--- src/me_ctrl_pkg.sv ---
`default_nettype none

package me_ctrl_pkg;

    localparam int ROW_W = 2;

    typedef enum logic [1:0] {
        ST_IDLE,
        ST_FETCH,
        ST_LAND,
        ST_CALC
    } fetch_state_t;

endpackage

`default_nettype wire

--- src/me_geom_pkg.sv ---
`default_nettype none

package me_geom_pkg;

    localparam int BLK_EDGE = 4;
    localparam int PIX_W    = 8;
    localparam int NUM_CAND = 8;
    localparam int WIN_W    = BLK_EDGE + NUM_CAND - 1;

    // The largest SAD is 16 * 255 = 4080, which fits in 12 bits.
    localparam int SAD_W    = 12;
    localparam int IDX_W    = 3;
    localparam int ADDR_W   = 16;

    // Pixel 0 of a row sits in the least significant byte.
    typedef logic [BLK_EDGE-1:0][PIX_W-1:0] cur_row_t;
    typedef logic [WIN_W-1:0][PIX_W-1:0]    ref_row_t;

    typedef cur_row_t [BLK_EDGE-1:0] cur_block_t;
    typedef ref_row_t [BLK_EDGE-1:0] ref_window_t;

    // One SAD per horizontal candidate offset.
    typedef logic [NUM_CAND-1:0][SAD_W-1:0] sad_vec_t;

endpackage

`default_nettype wire

--- src/me_load_if.sv ---
`timescale 1ns/1ps
`default_nettype none

interface me_load_if;

    import me_geom_pkg::*;
    import me_ctrl_pkg::*;

    logic             load_valid;
    logic [ROW_W-1:0] row;
    cur_row_t         cur_row;
    ref_row_t         ref_row;

    modport ctrl (output load_valid, output row, output cur_row, output ref_row);

    modport sink (input load_valid, input row, input cur_row, input ref_row);

endinterface

`default_nettype wire

--- src/me_fetch_ctrl.sv ---
`timescale 1ns/1ps
`default_nettype none

module me_fetch_ctrl (
    input  wire                             clk,
    input  wire                             rst_i,
    input  wire                             start_i,
    input  wire [me_geom_pkg::ADDR_W-1:0]   cur_base_i,
    input  wire [me_geom_pkg::ADDR_W-1:0]   ref_base_i,
    input  wire me_geom_pkg::cur_row_t      cur_data_i,
    input  wire me_geom_pkg::ref_row_t      ref_data_i,
    output logic [me_geom_pkg::ADDR_W-1:0]  cur_addr_o,
    output logic [me_geom_pkg::ADDR_W-1:0]  ref_addr_o,
    output logic                            mem_en_o,
    output logic                            busy_o,
    output logic                            calc_o,
    me_load_if.ctrl                         load
);

    import me_geom_pkg::*;
    import me_ctrl_pkg::*;

    fetch_state_t      state_q;
    logic [ROW_W-1:0]  cnt_q;
    logic [ADDR_W-1:0] cur_base_q;
    logic [ADDR_W-1:0] ref_base_q;
    logic              rd_valid_q;
    logic [ROW_W-1:0]  rd_row_q;
    logic              last_load;

    assign mem_en_o   = (state_q == ST_FETCH);
    assign busy_o     = (state_q != ST_IDLE);
    assign cur_addr_o = cur_base_q + ADDR_W'(cnt_q);
    assign ref_addr_o = ref_base_q + ADDR_W'(cnt_q);
    assign last_load  = load.load_valid && (&load.row);

    // The counter walks the rows in FETCH and the pipeline tail in CALC.
    // Two SAD stages plus two compare stages give four cycles in CALC.
    always_ff @(posedge clk)
    begin
        if (rst_i)
        begin
            state_q <= ST_IDLE;
            cnt_q   <= '0;
        end
        else
        begin
            case (state_q)
                ST_IDLE:
                begin
                    cnt_q <= '0;
                    if (start_i)
                        state_q <= ST_FETCH;
                end
                ST_FETCH:
                begin
                    cnt_q <= cnt_q + 1'b1;
                    if (&cnt_q)
                        state_q <= ST_LAND;
                end
                ST_LAND:
                begin
                    cnt_q <= '0;
                    if (last_load)
                        state_q <= ST_CALC;
                end
                ST_CALC:
                begin
                    cnt_q <= cnt_q + 1'b1;
                    if (&cnt_q)
                        state_q <= ST_IDLE;
                end
                default:
                begin
                    state_q <= ST_IDLE;
                end
            endcase
        end
    end

    always_ff @(posedge clk)
    begin
        if (rst_i)
        begin
            rd_valid_q      <= 1'b0;
            load.load_valid <= 1'b0;
            calc_o          <= 1'b0;
        end
        else
        begin
            rd_valid_q      <= mem_en_o;
            load.load_valid <= rd_valid_q;
            calc_o          <= last_load;
        end
    end

    // Memory words are registered here before they reach the buffers.
    // The row tag follows one cycle behind its address.
    always_ff @(posedge clk)
    begin
        if ((state_q == ST_IDLE) && start_i)
        begin
            cur_base_q <= cur_base_i;
            ref_base_q <= ref_base_i;
        end
        rd_row_q     <= cnt_q;
        load.row     <= rd_row_q;
        load.cur_row <= cur_data_i;
        load.ref_row <= ref_data_i;
    end

    a_no_load_idle: assert property (@(posedge clk) disable iff (rst_i)
        (state_q == ST_IDLE) |-> !load.load_valid);

endmodule

`default_nettype wire

--- src/flat_wrapper.sv ---
// flat-port wrapper written by rule: the top's interface ports become plain ports
module me_fetch_ctrl_flat import me_geom_pkg::*; import me_ctrl_pkg::*;
  (clk, rst_i, start_i, cur_base_i, ref_base_i, cur_data_i, ref_data_i, cur_addr_o, ref_addr_o, mem_en_o, busy_o, calc_o, load_load_valid, load_row, load_cur_row, load_ref_row);
  me_load_if load_i ();
  input  wire clk;
  input  wire rst_i;
  input  wire start_i;
  input  wire [me_geom_pkg::ADDR_W-1:0] cur_base_i;
  input  wire [me_geom_pkg::ADDR_W-1:0] ref_base_i;
  input  wire me_geom_pkg::cur_row_t cur_data_i;
  input  wire me_geom_pkg::ref_row_t ref_data_i;
  output logic [me_geom_pkg::ADDR_W-1:0] cur_addr_o;
  output logic [me_geom_pkg::ADDR_W-1:0] ref_addr_o;
  output logic mem_en_o;
  output logic busy_o;
  output logic calc_o;
  output wire logic [$bits(load_i.load_valid)-1:0] load_load_valid;
  output wire logic [$bits(load_i.row)-1:0] load_row;
  output wire logic [$bits(load_i.cur_row)-1:0] load_cur_row;
  output wire logic [$bits(load_i.ref_row)-1:0] load_ref_row;
  assign load_load_valid = load_i.load_valid;
  assign load_row = load_i.row;
  assign load_cur_row = load_i.cur_row;
  assign load_ref_row = load_i.ref_row;
  me_fetch_ctrl u_core (.clk(clk), .rst_i(rst_i), .start_i(start_i), .cur_base_i(cur_base_i), .ref_base_i(ref_base_i), .cur_data_i(cur_data_i), .ref_data_i(ref_data_i), .cur_addr_o(cur_addr_o), .ref_addr_o(ref_addr_o), .mem_en_o(mem_en_o), .busy_o(busy_o), .calc_o(calc_o), .load(load_i));
endmodule
--- config.mk ---
export PLATFORM = sky130hd
export DESIGN_NAME = me_fetch_ctrl_flat
export DESIGN_NICKNAME = d
export VERILOG_FILES = /design/src/me_ctrl_pkg.sv /design/src/me_geom_pkg.sv /design/src/me_load_if.sv /design/src/me_fetch_ctrl.sv /design/src/flat_wrapper.sv
export SDC_FILE = /design/constraint.sdc
export NUM_CORES = 1
export LEC_CHECK = 0
export BUFFER_PORTS_ARGS = -buffer_cell sky130_fd_sc_hd__buf_2
export CAP_MARGIN = 20
export CORE_AREA = 2 2 121 123
export CTS_CLUSTER_SIZE = 24
export DETAILED_ROUTE_END_ITERATION = 10
export DIE_AREA = 0 0 123 125
export GPL_ROUTABILITY_DRIVEN = 0
export PLACE_DENSITY_LB_ADDON = 0.05
export RECOVER_POWER = 100
export REMOVE_ABC_BUFFERS = 1
export SETUP_SLACK_MARGIN = 0.1
export SLEW_MARGIN = 20
export SYNTH_ARGS = -nofsm -noshare
export SYNTH_HDL_FRONTEND = slang
export SYNTH_SLANG_ARGS = --single-unit
--- constraint.sdc ---
create_clock -name clk -period 2.8 [get_ports clk]
set_clock_uncertainty 0.2 [all_clocks]
set_input_delay 0.28 -clock clk [delete_from_list [all_inputs] [get_ports clk]]
set_output_delay 0.28 -clock clk [all_outputs]
set_load 0.01 [all_outputs]
==> out/results.md, run 1 <==
| Quantity | Reported |
|:---|:---|
| #FFs+latches synth | 163 |
| Slew Viols, Final | 0 |
| Number of standard cells in the final layout excluding fillers | 960 |
| Growth of design area from synthesis to finish | 91.1% |
| Clock input transition at the sequential cells of the worst setup and hold paths | 60 ps |
| Fraction of the core area covered by cells at the end of the flow | 59.6% |
| Largest net degree at the start of global routing | 33 |
| Crit path arrival time | 2240 ps |
| I/O pin count | 313 |
| Total number of placement rows | 44 |
| Hold_ws | 129 ps |
| Most used routing layer in global routing | met2 |
| Largest fanout on the critical path | 4 |
| Area leader, netlist | sky130_fd_sc_hd__dfxtp_1 |
| Worst r2r dst | u_core.cur_base_q[4]$_DFFE_PP_ |
| Worst-case clock buffer depth | 2 |
| Worst setup slack after placement | 392 ps |
| FF-to-FF setup slack | 1020 ps |
| Number of global-route vias before repair | 4313 |
| Via count normalized by instance count | 3.99 |
| Global Route met1 Usage | 16.2% |
| DIE AREA | 15400 um^2 |
| Placed standard-cell area | 6240 um^2 |
| Share of the yosys chip area belonging to registers | 80.9% |
| Nets | 929 |
| X dimension of the die | 123 um |
| Total standard cell area after synthesis | 4430 um^2 |
| Aggregate routed wire length | 14400 um |
| Dpl hpwl | 10000 um |
| Antenna violations before repair | 0 |
| Cells taking the most area after synthesis | sky130_fd_sc_hd__dfxtp_1 (59%), sky130_fd_sc_hd__edfxtp_1 (22%), sky130_fd_sc_hd__xnor2_1 (4.4%) |
| Final cell area excluding filler cells | 8460 um^2 |
| Top cell type's share of synthesized area | 59.2% |
| Max-cap violation count | 0 |
| Global-route usage over all layers | 19.1% |
| Worst setup path endpoint | cur_addr_o[10] |
| Final total negative setup slack | 0 ps |
| Peak supply drop | 0.000814 V |
| Max frequency | 0.367 GHz |
| Final count of negative-setup-slack endpoints | 0 |
| Sinks on the clock net | 163 |
| Post-layout power | 6.20 mW |
| Crit Reg-Reg Startpoint | u_core.state_q[0]$_SDFFE_PP0P_ |
| Worst R2R Path Depth | 5 |
| Slew of the pin with the lowest slew margin | 426 ps |
| Yosys warns | 0 |
| Number of buffers added on ports | 312 |
| Detail Route Antenna Nets | 0 |
| Die H | 125 um |
| Met3 GRT Util | 10.6% |
| Critical path origin | u_core.cnt_q[0]$_SDFF_PP0_ |
| Areal power density over the cells | 733 nW/um^2 |
| Commonest non-fill, non-tap cell in the layout | sky130_fd_sc_hd__buf_2 |
| Residual DRC count | 0 |
| Final Cycle Share | 97.3% |
| Leading cell types in the layout, fill and taps excluded | sky130_fd_sc_hd__buf_2 (312), sky130_fd_sc_hd__dlygate4sd3_1 (153), sky130_fd_sc_hd__dfxtp_1 (129) |
| Starting Density | 31.2% |
| Final period demand of the worst path | 2720 ps |
| Number of detailed-routing iterations run before antenna repair | 4 |
| Count of routing violations after the opening detailed-route iteration | 89 |
| Core area | 14200 um^2 |
| CP endpoint kind | primary output |
| Worst slew margin | 71.6% |
| Kind of critical path | register to primary output |
| Number of endpoints with negative hold slack in the final report | 0 |
| Critical path data required time | 2320 ps |
| Post-synthesis instance total | 272 |
| Count of antenna diodes in the layout | 0 |
| Clock latency reported for the late side of the worst-skew pair | 410 ps |
| Root buffer selected by CTS | sky130_fd_sc_hd__clkbuf_16 |
| Class of the tightest hold or removal check | register to register |
| Share of post-route cells with drive strength above 1 | 48.6% |
| Clock tree from TritonCTS | built |
| Count of cell types in the netlist | 27 |
| Worst hold start | u_core.rd_row_q[0]$_DFF_P_ |
| Global-route wire length before repair | 21600 um |
| Final routed wire length divided by cell count | 15.0 um |
| Leakage power total | 3.97 nW |
| Syn_area_per_cell | 16.3 um^2 |
| Met2 layer usage reported by global route | 35.9% |
| Max H-tree Level | 4 |
| Number of buffers created by CTS | 17 |
| Setup ws final | 76.6 ps |
| Outcome | completed |
| Total placed cells including tap cells | 769 |
| Startpoint type of the worst setup path | register |
| Setup repair after global routing missed its margin | true |
| Number of vias after detailed routing | 3827 |
| Total grt overflow | 0 |
[report_power, final]
part / total, mW / internal (mW) / switching, mW
registers: 2.81 / 2.66 / 0.145
logic: 1.06 / 0.551 / 0.506
clock network: 2.34 / 1.32 / 1.02
[cell usage after synthesis]
| master | instances |
|---|---|
| sky130_fd_sc_hd__nor2_1 | 9 |
| sky130_fd_sc_hd__and2b_1 | 2 |
| sky130_fd_sc_hd__nand4_2 | 2 |
| sky130_fd_sc_hd__a221oi_2 | 1 |
| sky130_fd_sc_hd__and3_4 | 2 |
| sky130_fd_sc_hd__nand3_1 | 5 |
| sky130_fd_sc_hd__nor3_2 | 2 |
| sky130_fd_sc_hd__o21ba_2 | 1 |
| sky130_fd_sc_hd__ha_1 | 9 |
| sky130_fd_sc_hd__nand2_1 | 10 |
| sky130_fd_sc_hd__inv_1 | 13 |
| sky130_fd_sc_hd__fa_1 | 2 |
| sky130_fd_sc_hd__xnor2_1 | 22 |
| sky130_fd_sc_hd__dfxtp_1 | 131 |
| sky130_fd_sc_hd__and4_4 | 2 |
| sky130_fd_sc_hd__a21o_1 | 2 |
| sky130_fd_sc_hd__nand2b_1 | 2 |
| sky130_fd_sc_hd__edfxtp_1 | 32 |
| sky130_fd_sc_hd__xor2_1 | 6 |
| sky130_fd_sc_hd__nor2b_2 | 2 |
| sky130_fd_sc_hd__nor3b_1 | 1 |
| sky130_fd_sc_hd__nand4_1 | 4 |
| sky130_fd_sc_hd__nor2b_1 | 2 |
| sky130_fd_sc_hd__nor3_1 | 3 |
| sky130_fd_sc_hd__mux2i_1 | 1 |
| sky130_fd_sc_hd__nand4_4 | 2 |
| sky130_fd_sc_hd__and3_2 | 2 |
[routing by layer]
layer	vias up	wire length [um]
met5	-	0
met4	0	312
met3	22	1500
met2	160	8030
met1	1758	4610
li1	1887	-
[worst min path at each step]
stage | slack, ps | endpoint | depth (start not counted)
floorplan | 110 | u_core.load.cur_row[0]$_DFF_P_ | 0
detailed placement | 110 | u_core.load.row[0]$_DFF_P_ | 0
global placement | 120 | u_core.load.row[0]$_DFF_P_ | 0
CTS | 130 | u_core.load.row[0]$_DFF_P_ | 0
finish | 130 | u_core.load.row[0]$_DFF_P_ | 0
global route | 150 | u_core.load.row[0]$_DFF_P_ | 0
[what timing repair did]
action | 4_1_cts | 5_1_grt
hold buffers | 153 | 0
endpoints found under the setup margin | 8 | 8
hold endpoints to repair | 159 | 0
resized for setup | 6 | 8
buffers inserted | 3 | 3
pin swaps | 0 | 6
[registers in the layout, summed over array words and instances, names as in the netlist]
register                count
u_core.ref_base_q          16
u_core.rd_valid_q           1
u_core.load.ref_row        88
u_core.load.row             2
u_core.cur_base_q          16
u_core.cnt_q                2
u_core.calc_o               1
u_core.load.cur_row        32
u_core.rd_row_q             2
u_core.state_q              2
u_core.load.load_valid      1
[critical path: stages, from the launching register on]
cell	delay, ps
sky130_fd_sc_hd__dfxtp_4	380
sky130_fd_sc_hd__ha_4	140
sky130_fd_sc_hd__inv_2	40
sky130_fd_sc_hd__fa_2	400
sky130_fd_sc_hd__and2b_1	220
sky130_fd_sc_hd__and3_4	210
sky130_fd_sc_hd__nand4_1	110
sky130_fd_sc_hd__xnor2_1	170
sky130_fd_sc_hd__buf_2	150
[layout make-up]
type / count / area, um^2
flip-flops and latches: 163 / 3590
multi-input cells: 96 / 842
clock buffers: 18 / 450
fillers: 1179 / 5740
repair buffers: 472 / 3150
well taps: 184 / 230
clock inverters: 14 / 155
inverters: 13 / 48.8
[cell families after synthesis]
group           synth area share, %
buf+inv                        1.10
simple gates                   7.88
flops                          80.9
xor+xnor                       5.54
fa+ha+maj                      3.45
compound gates                0.904
mux                           0.226
No activity file was read; power rests on OpenSTA's default activity.
==> run 2: changes to the inputs <==
--- a/config.mk
+++ b/config.mk
@@ -7,10 +7,10 @@
 export LEC_CHECK = 0
 export BUFFER_PORTS_ARGS = -buffer_cell sky130_fd_sc_hd__buf_2
 export CAP_MARGIN = 20
-export CORE_AREA = 2 2 121 123
+export CORE_AREA = 3 3 119 121
 export CTS_CLUSTER_SIZE = 24
 export DETAILED_ROUTE_END_ITERATION = 10
-export DIE_AREA = 0 0 123 125
+export DIE_AREA = 0 0 122 124
 export GPL_ROUTABILITY_DRIVEN = 0
 export PLACE_DENSITY_LB_ADDON = 0.05
 export RECOVER_POWER = 100
==> run 2 against run 1 <==
- die area fell by 1.6%
- register-to-register slack got worse by 240 ps
- sequential share of layout area rose by 1.3 points
- sequential cell count is the same
- clock-buffer cell count unchanged
- core utilization up 2.6 points
- sequential power hardly changed
- routed wire length is 6.0% higher
- hold slack got worse by 1.3 ps
- critical path depth did not move
- largest cell class unchanged
- via count increased by 2.8%
==> out/results.md, run 2 (same netlist as run 1, synthesis figures left out) <==
| Quantity | Reported |
|:---|:---|
| Leakage power total | 3.53 nW |
| Final period demand of the worst path | 2670 ps |
| Clock latency reported for the late side of the worst-skew pair | 410 ps |
| Max frequency | 0.375 GHz |
| Top register by number of flip-flops | u_core.load.ref_row |
| Critical path data required time | 2320 ps |
| Peak supply drop | 0.000510 V |
| Number of global-route vias before repair | 4267 |
| Post-layout power | 6.08 mW |
| Largest fanout on the critical path | 3 |
| Placed standard-cell area | 6230 um^2 |
| Die H | 124 um |
| Count of filler cells inserted in the layout | 1119 |
| Total number of placement rows | 42 |
| Sinks on the clock net | 163 |
| Total grt overflow | 0 |
| DIE AREA | 15100 um^2 |
| Commonest non-fill, non-tap cell in the layout | sky130_fd_sc_hd__buf_2 |
| Number of buffers added on ports | 312 |
| I/O pin count | 313 |
| Outcome | completed |
| Clock tree from TritonCTS | built |
| Dpl hpwl | 10700 um |
| Kind of critical path | register to primary output |
| Leading cell types in the layout, fill and taps excluded | sky130_fd_sc_hd__buf_2 (159), sky130_fd_sc_hd__clkbuf_1 (154), sky130_fd_sc_hd__dlygate4sd3_1 (153) |
| Starting Density | 33.6% |
| Slew of the pin with the lowest slew margin | 800 ps |
| Register area | 3590 um^2 |
| Number of endpoints with negative hold slack in the final report | 0 |
| Slew Viols, Final | 0 |
| Nets | 929 |
| Global-route wire length before repair | 22300 um |
| Worst slew margin | 46.7% |
| Number of buffers created by CTS | 17 |
| Aggregate routed wire length | 15300 um |
| Final count of negative-setup-slack endpoints | 0 |
| Largest register FFs | 88 |
| Share of post-route cells with drive strength above 1 | 28.4% |
| Crit path arrival time | 2190 ps |
| Final Cycle Share | 95.2% |
| Clock input transition at the sequential cells of the worst setup and hold paths | 60 ps |
| Startpoint type of the worst setup path | register |
| Max-cap violation count | 0 |
| Residual DRC count | 0 |
| Areal power density over the cells | 742 nW/um^2 |
| Hold_ws | 127 ps |
| Number of detailed-routing iterations run before antenna repair | 4 |
| Global-route usage over all layers | 20.1% |
| Worst-case clock buffer depth | 2 |
| X dimension of the die | 122 um |
| Number of vias after detailed routing | 3934 |
| Count of routing violations after the opening detailed-route iteration | 165 |
| Via count normalized by instance count | 4.13 |
| Area of the multi-input gates | 817 um^2 |
| Setup repair after global routing missed its margin | true |
| Class of the tightest hold or removal check | register to register |
| Max H-tree Level | 4 |
| Growth of design area from synthesis to finish | 85.3% |
| Core area | 13200 um^2 |
| Largest regs | u_core.load.ref_row x88, u_core.load.cur_row x32 |
| Final routed wire length divided by cell count | 16.1 um |
| CP endpoint kind | primary output |
| Antenna violations before repair | 1 |
| Detail Route Antenna Nets | 0 |
| Root buffer selected by CTS | sky130_fd_sc_hd__clkbuf_16 |
| Final total negative setup slack | 0 ps |
| Final cell area excluding filler cells | 8210 um^2 |
| Largest net degree at the start of global routing | 33 |
run 2: cell type report:
| cell class | instances | share of cell area, % |
|---|---|---|
| Antenna cell | 1 | 0.0305 |
| Clock buffer | 18 | 5.23 |
| Clock inverter | 13 | 1.80 |
| Inverter | 13 | 0.595 |
| Multi-Input combinational cell | 96 | 9.96 |
| Sequential cell | 163 | 43.7 |
| Tap cell | 176 | 2.68 |
| Timing Repair Buffer | 472 | 36.0 |
run 2: what timing repair did:
action	4_1_cts	5_1_grt
pin swaps	4	3
hold endpoints to repair	159	0
hold buffers	153	0
buffers inserted	4	2
resized for setup	9	7
setup endpoints to repair	9	8
run 2: critical path: stages, from the launching register on:
cell,delay [ps]
sky130_fd_sc_hd__edfxtp_1,380
sky130_fd_sc_hd__ha_4,160
sky130_fd_sc_hd__inv_2,30
sky130_fd_sc_hd__fa_2,330
sky130_fd_sc_hd__and2b_2,240
sky130_fd_sc_hd__buf_4,100
sky130_fd_sc_hd__nand2_1,50
sky130_fd_sc_hd__xnor2_1,230
sky130_fd_sc_hd__clkbuf_1,260
run 2: routing by layer:
layer / global-route usage (%) / routed length (um) / up-vias
li1: - / - / 1889
met1: 18.7 / 5080 / 1836
met2: 37.1 / 8490 / 177
met3: 9.36 / 1320 / 32
met4: 9.24 / 419 / 0
met5: 0 / 0 / -
run 2: path summary, 6_finish.rpt:
path                                  start                        endpoint  slack, ps  cells after the start
max          u_core.cur_base_q[0]$_DFFE_PP_                   cur_addr_o[4]        130                      8
min              u_core.rd_row_q[0]$_DFF_P_      u_core.load.row[0]$_DFF_P_        130                      0
max reg2reg  u_core.state_q[0]$_SDFFE_PP0P_  u_core.cur_base_q[2]$_DFFE_PP_        780                      5
min reg2reg      u_core.rd_row_q[0]$_DFF_P_      u_core.load.row[0]$_DFF_P_        130                      0
run 2: through the flow:
| stage | utilization, % | instances | setup WS (ps) |
|---|---|---|---|
| after floorplan | - | 272 | 125 |
| after global placement | 47.2 | 761 | 418 |
| after detailed placement | 47.2 | 761 | 386 |
| after CTS | 63.7 | 949 | 74.3 |
| after global routing | 62.2 | 952 | 33.0 |
| final | 62.2 | 952 | 134 |
run 2: where the power goes:
group	leakage, nW	internal, mW	total, mW	switching, mW
Clock	0.284	1.33	2.28	0.954
Sequential	1.41	2.67	2.81	0.142
Combinational	1.83	0.491	0.996	0.505
Total	3.53	4.48	6.08	1.60
==> run 3: changes to the inputs <==
--- a/config.mk
+++ b/config.mk
@@ -7,12 +7,12 @@
 export LEC_CHECK = 0
 export BUFFER_PORTS_ARGS = -buffer_cell sky130_fd_sc_hd__buf_2
 export CAP_MARGIN = 20
-export CORE_AREA = 3 3 119 121
+export CORE_AREA = 2 2 121 123
 export CTS_CLUSTER_SIZE = 24
 export DETAILED_ROUTE_END_ITERATION = 10
-export DIE_AREA = 0 0 122 124
+export DIE_AREA = 0 0 123 125
 export GPL_ROUTABILITY_DRIVEN = 0
-export PLACE_DENSITY_LB_ADDON = 0.05
+export PLACE_DENSITY = 0.73
 export RECOVER_POWER = 100
 export REMOVE_ABC_BUFFERS = 1
 export SETUP_SLACK_MARGIN = 0.1
==> run 3 against run 2 <==
- total power increased by 0.55%
- non-clock buffer count increased by 1
- combinational power about the same
- clock-buffer cell count decreased by 1
- first-iteration DRC count decreased by 42%
- cell count increased by 1.4%
- maximum frequency decreased by 2.0%
- clock power about the same
- routed wire length increased by 1.0%
- hold slack improved by 0.69 ps
- core utilization decreased by 3.9 points
- sequential share of layout area decreased by 0.37 points
==> out/results.md, run 3 (same netlist as run 1, synthesis figures left out) <==
| Quantity | Reported |
|:---|:---|
| Number of vias after detailed routing | 3999 |
| Growth of design area from synthesis to finish | 86.8% |
| Seq pwr share | 46.1% |
| Detail Route Antenna Nets | 0 |
| Worst-case clock buffer depth | 2 |
| Critical path, cell by cell | ha_4 > inv_2 > fa_2 > and2b_1 > and3_4 > nor2b_4 > xnor2_2 > buf_2 |
| Buf+Inv Stages, Crit Path | 2 |
| Antenna violations before repair | 3 |
| Number of global-route vias before repair | 4418 |
| Fraction of the core area covered by cells at the end of the flow | 58.3% |
| Number of detailed-routing iterations run before antenna repair | 4 |
| Internal | 4.42 mW |
| Largest fanout on the critical path | 4 |
| Share of post-route cells with drive strength above 1 | 29.2% |
| Commonest non-fill, non-tap cell in the layout | sky130_fd_sc_hd__buf_2 |
| Largest net degree at the start of global routing | 33 |
| Count of routing violations after the opening detailed-route iteration | 96 |
| Net switching power | 1.69 mW |
| Root buffer selected by CTS | sky130_fd_sc_hd__clkbuf_16 |
| Leakage power total | 3.57 nW |
| Aggregate routed wire length | 15500 um |
| Largest regs | u_core.load.ref_row x88, u_core.load.cur_row x32 |
| Hold_ws | 128 ps |
| Critical path data required time | 2320 ps |
| Number of standard cells in the final layout excluding fillers | 965 |
| Final Cycle Share | 97.2% |
| Switching part of the total power | 27.7% |
| Core area | 14200 um^2 |
| Gate family responsible for the most delay along the worst path | simple AND/OR/NAND/NOR gates |
| Final routed wire length divided by cell count | 16.0 um |
| Relative contribution of combinational cells to total power | 16.3% |
| Final period demand of the worst path | 2720 ps |
| Die H | 125 um |
| Post-layout power | 6.12 mW |
| Clock tree from TritonCTS | built |
| Number of buffers created by CTS | 17 |
| Final cell area excluding filler cells | 8280 um^2 |
| Setup repair after global routing missed its margin | true |
| X dimension of the die | 123 um |
| Max H-tree Level | 4 |
| Total placed cells including tap cells | 769 |
| Startpoint type of the worst setup path | register |
| Top register by number of flip-flops | u_core.load.ref_row |
| Dpl hpwl | 9750 um |
| Slew of the pin with the lowest slew margin | 828 ps |
| Peak supply drop | 0.000485 V |
| Kind of critical path | register to primary output |
| Clock input transition at the sequential cells of the worst setup and hold paths | 70 ps |
| Residual DRC count | 0 |
| CP endpoint kind | primary output |
| Total grt overflow | 0 |
| Sinks on the clock net | 163 |
| Via count normalized by instance count | 4.14 |
| I/O pin count | 313 |
| Delay of the slowest cell on the worst path | 380 ps |
| Worst path slowest cell | sky130_fd_sc_hd__edfxtp_1 |
| Slew Viols, Final | 0 |
| Class of the tightest hold or removal check | register to register |
| Total number of placement rows | 44 |
| Global-route usage over all layers | 20.5% |
| Number of buffers added on ports | 312 |
| Nets | 930 |
| Crit path arrival time | 2240 ps |
| DIE AREA | 15400 um^2 |
| Final count of negative-setup-slack endpoints | 0 |
| Global-route wire length before repair | 23100 um |
| Worst slew margin | 44.8% |
| Areal power density over the cells | 739 nW/um^2 |
| Leading cell types in the layout, fill and taps excluded | sky130_fd_sc_hd__buf_2 (156), sky130_fd_sc_hd__dlygate4sd3_1 (153), sky130_fd_sc_hd__clkbuf_1 (150) |
| Largest register FFs | 88 |
| Number of endpoints with negative hold slack in the final report | 0 |
| Placed standard-cell area | 6230 um^2 |
| Max frequency | 0.368 GHz |
| Outcome | completed |
| Fraction of power consumed by the clock network | 37.7% |
| Starting Density | 31.2% |
| Max-cap violation count | 0 |
| Clock latency reported for the late side of the worst-skew pair | 420 ps |
==> run 3: cell types whose count changed in the layout (fill, tap and decap cells not counted), moves of 3 or more <==
cell                       change
sky130_fd_sc_hd__buf_2         -3
sky130_fd_sc_hd__xnor2_1       -3
sky130_fd_sc_hd__clkbuf_1      -4
sky130_fd_sc_hd__inv_8         +4
sky130_fd_sc_hd__diode_2       +3
sky130_fd_sc_hd__xnor2_2       +3
sky130_fd_sc_hd__clkbuf_2      +6
==> run 3: layout make-up <==
class	instances	area (um^2)
fillers	1200	5930
flip-flops and latches	163	3590
repair buffers	473	2960
multi-input cells	96	843
clock buffers	17	425
well taps	184	230
clock inverters	15	166
inverters	13	48.8
diodes	4	10.0
==> run 3: stage by stage <==
step	setup TNS, ps	setup WS [ps]
finish	0	79.2
global route	-8.51	-8.51
floorplan	0	125
global placement	0	418
CTS	0	85.3
detailed placement	0	384
==> run 3: path summary, 6_finish.rpt <==
check | to | startpoint | cells past startpoint | slack (ps)
worst min-delay path | u_core.load.row[1]$_DFF_P_ | u_core.rd_row_q[1]$_DFF_P_ | 0 | 130
worst max register to register | u_core.cur_base_q[8]$_DFFE_PP_ | u_core.state_q[0]$_SDFFE_PP0P_ | 5 | 750
worst max-delay path | cur_addr_o[14] | u_core.cur_base_q[0]$_DFFE_PP_ | 8 | 80
worst min register to register | u_core.load.row[1]$_DFF_P_ | u_core.rd_row_q[1]$_DFF_P_ | 0 | 130
==> run 3: repair_timing <==
item / in CTS / in global routing
buffers inserted: 3 / 4
pin swaps: 1 / 5
cloned: 0 / 0
resized for setup: 8 / 10
endpoints found under the setup margin: 8 / 8
hold buffers: 153 / 0
endpoints found under the hold margin: 159 / 0
==> run 3: power groups by stage <==
stage / registers [mW] / logic, mW / clock network, mW
detailed placement: 2.85 / 0.838 / 0
floorplan: 2.88 / 0.379 / 0
finish: 2.82 / 0.996 / 2.30
global placement: 2.84 / 0.828 / 0
global route: 2.84 / 1.10 / 2.47
CTS: 2.80 / 1.03 / 2.34
==> run 3: routing by layer <==
layer	GRT usage, %	up-vias	wire [um]
li1	-	1894	-
met1	19.8	1876	5160
met2	35.7	191	8220
met3	10.7	38	1550
met4	9.56	0	536
met5	0	-	0
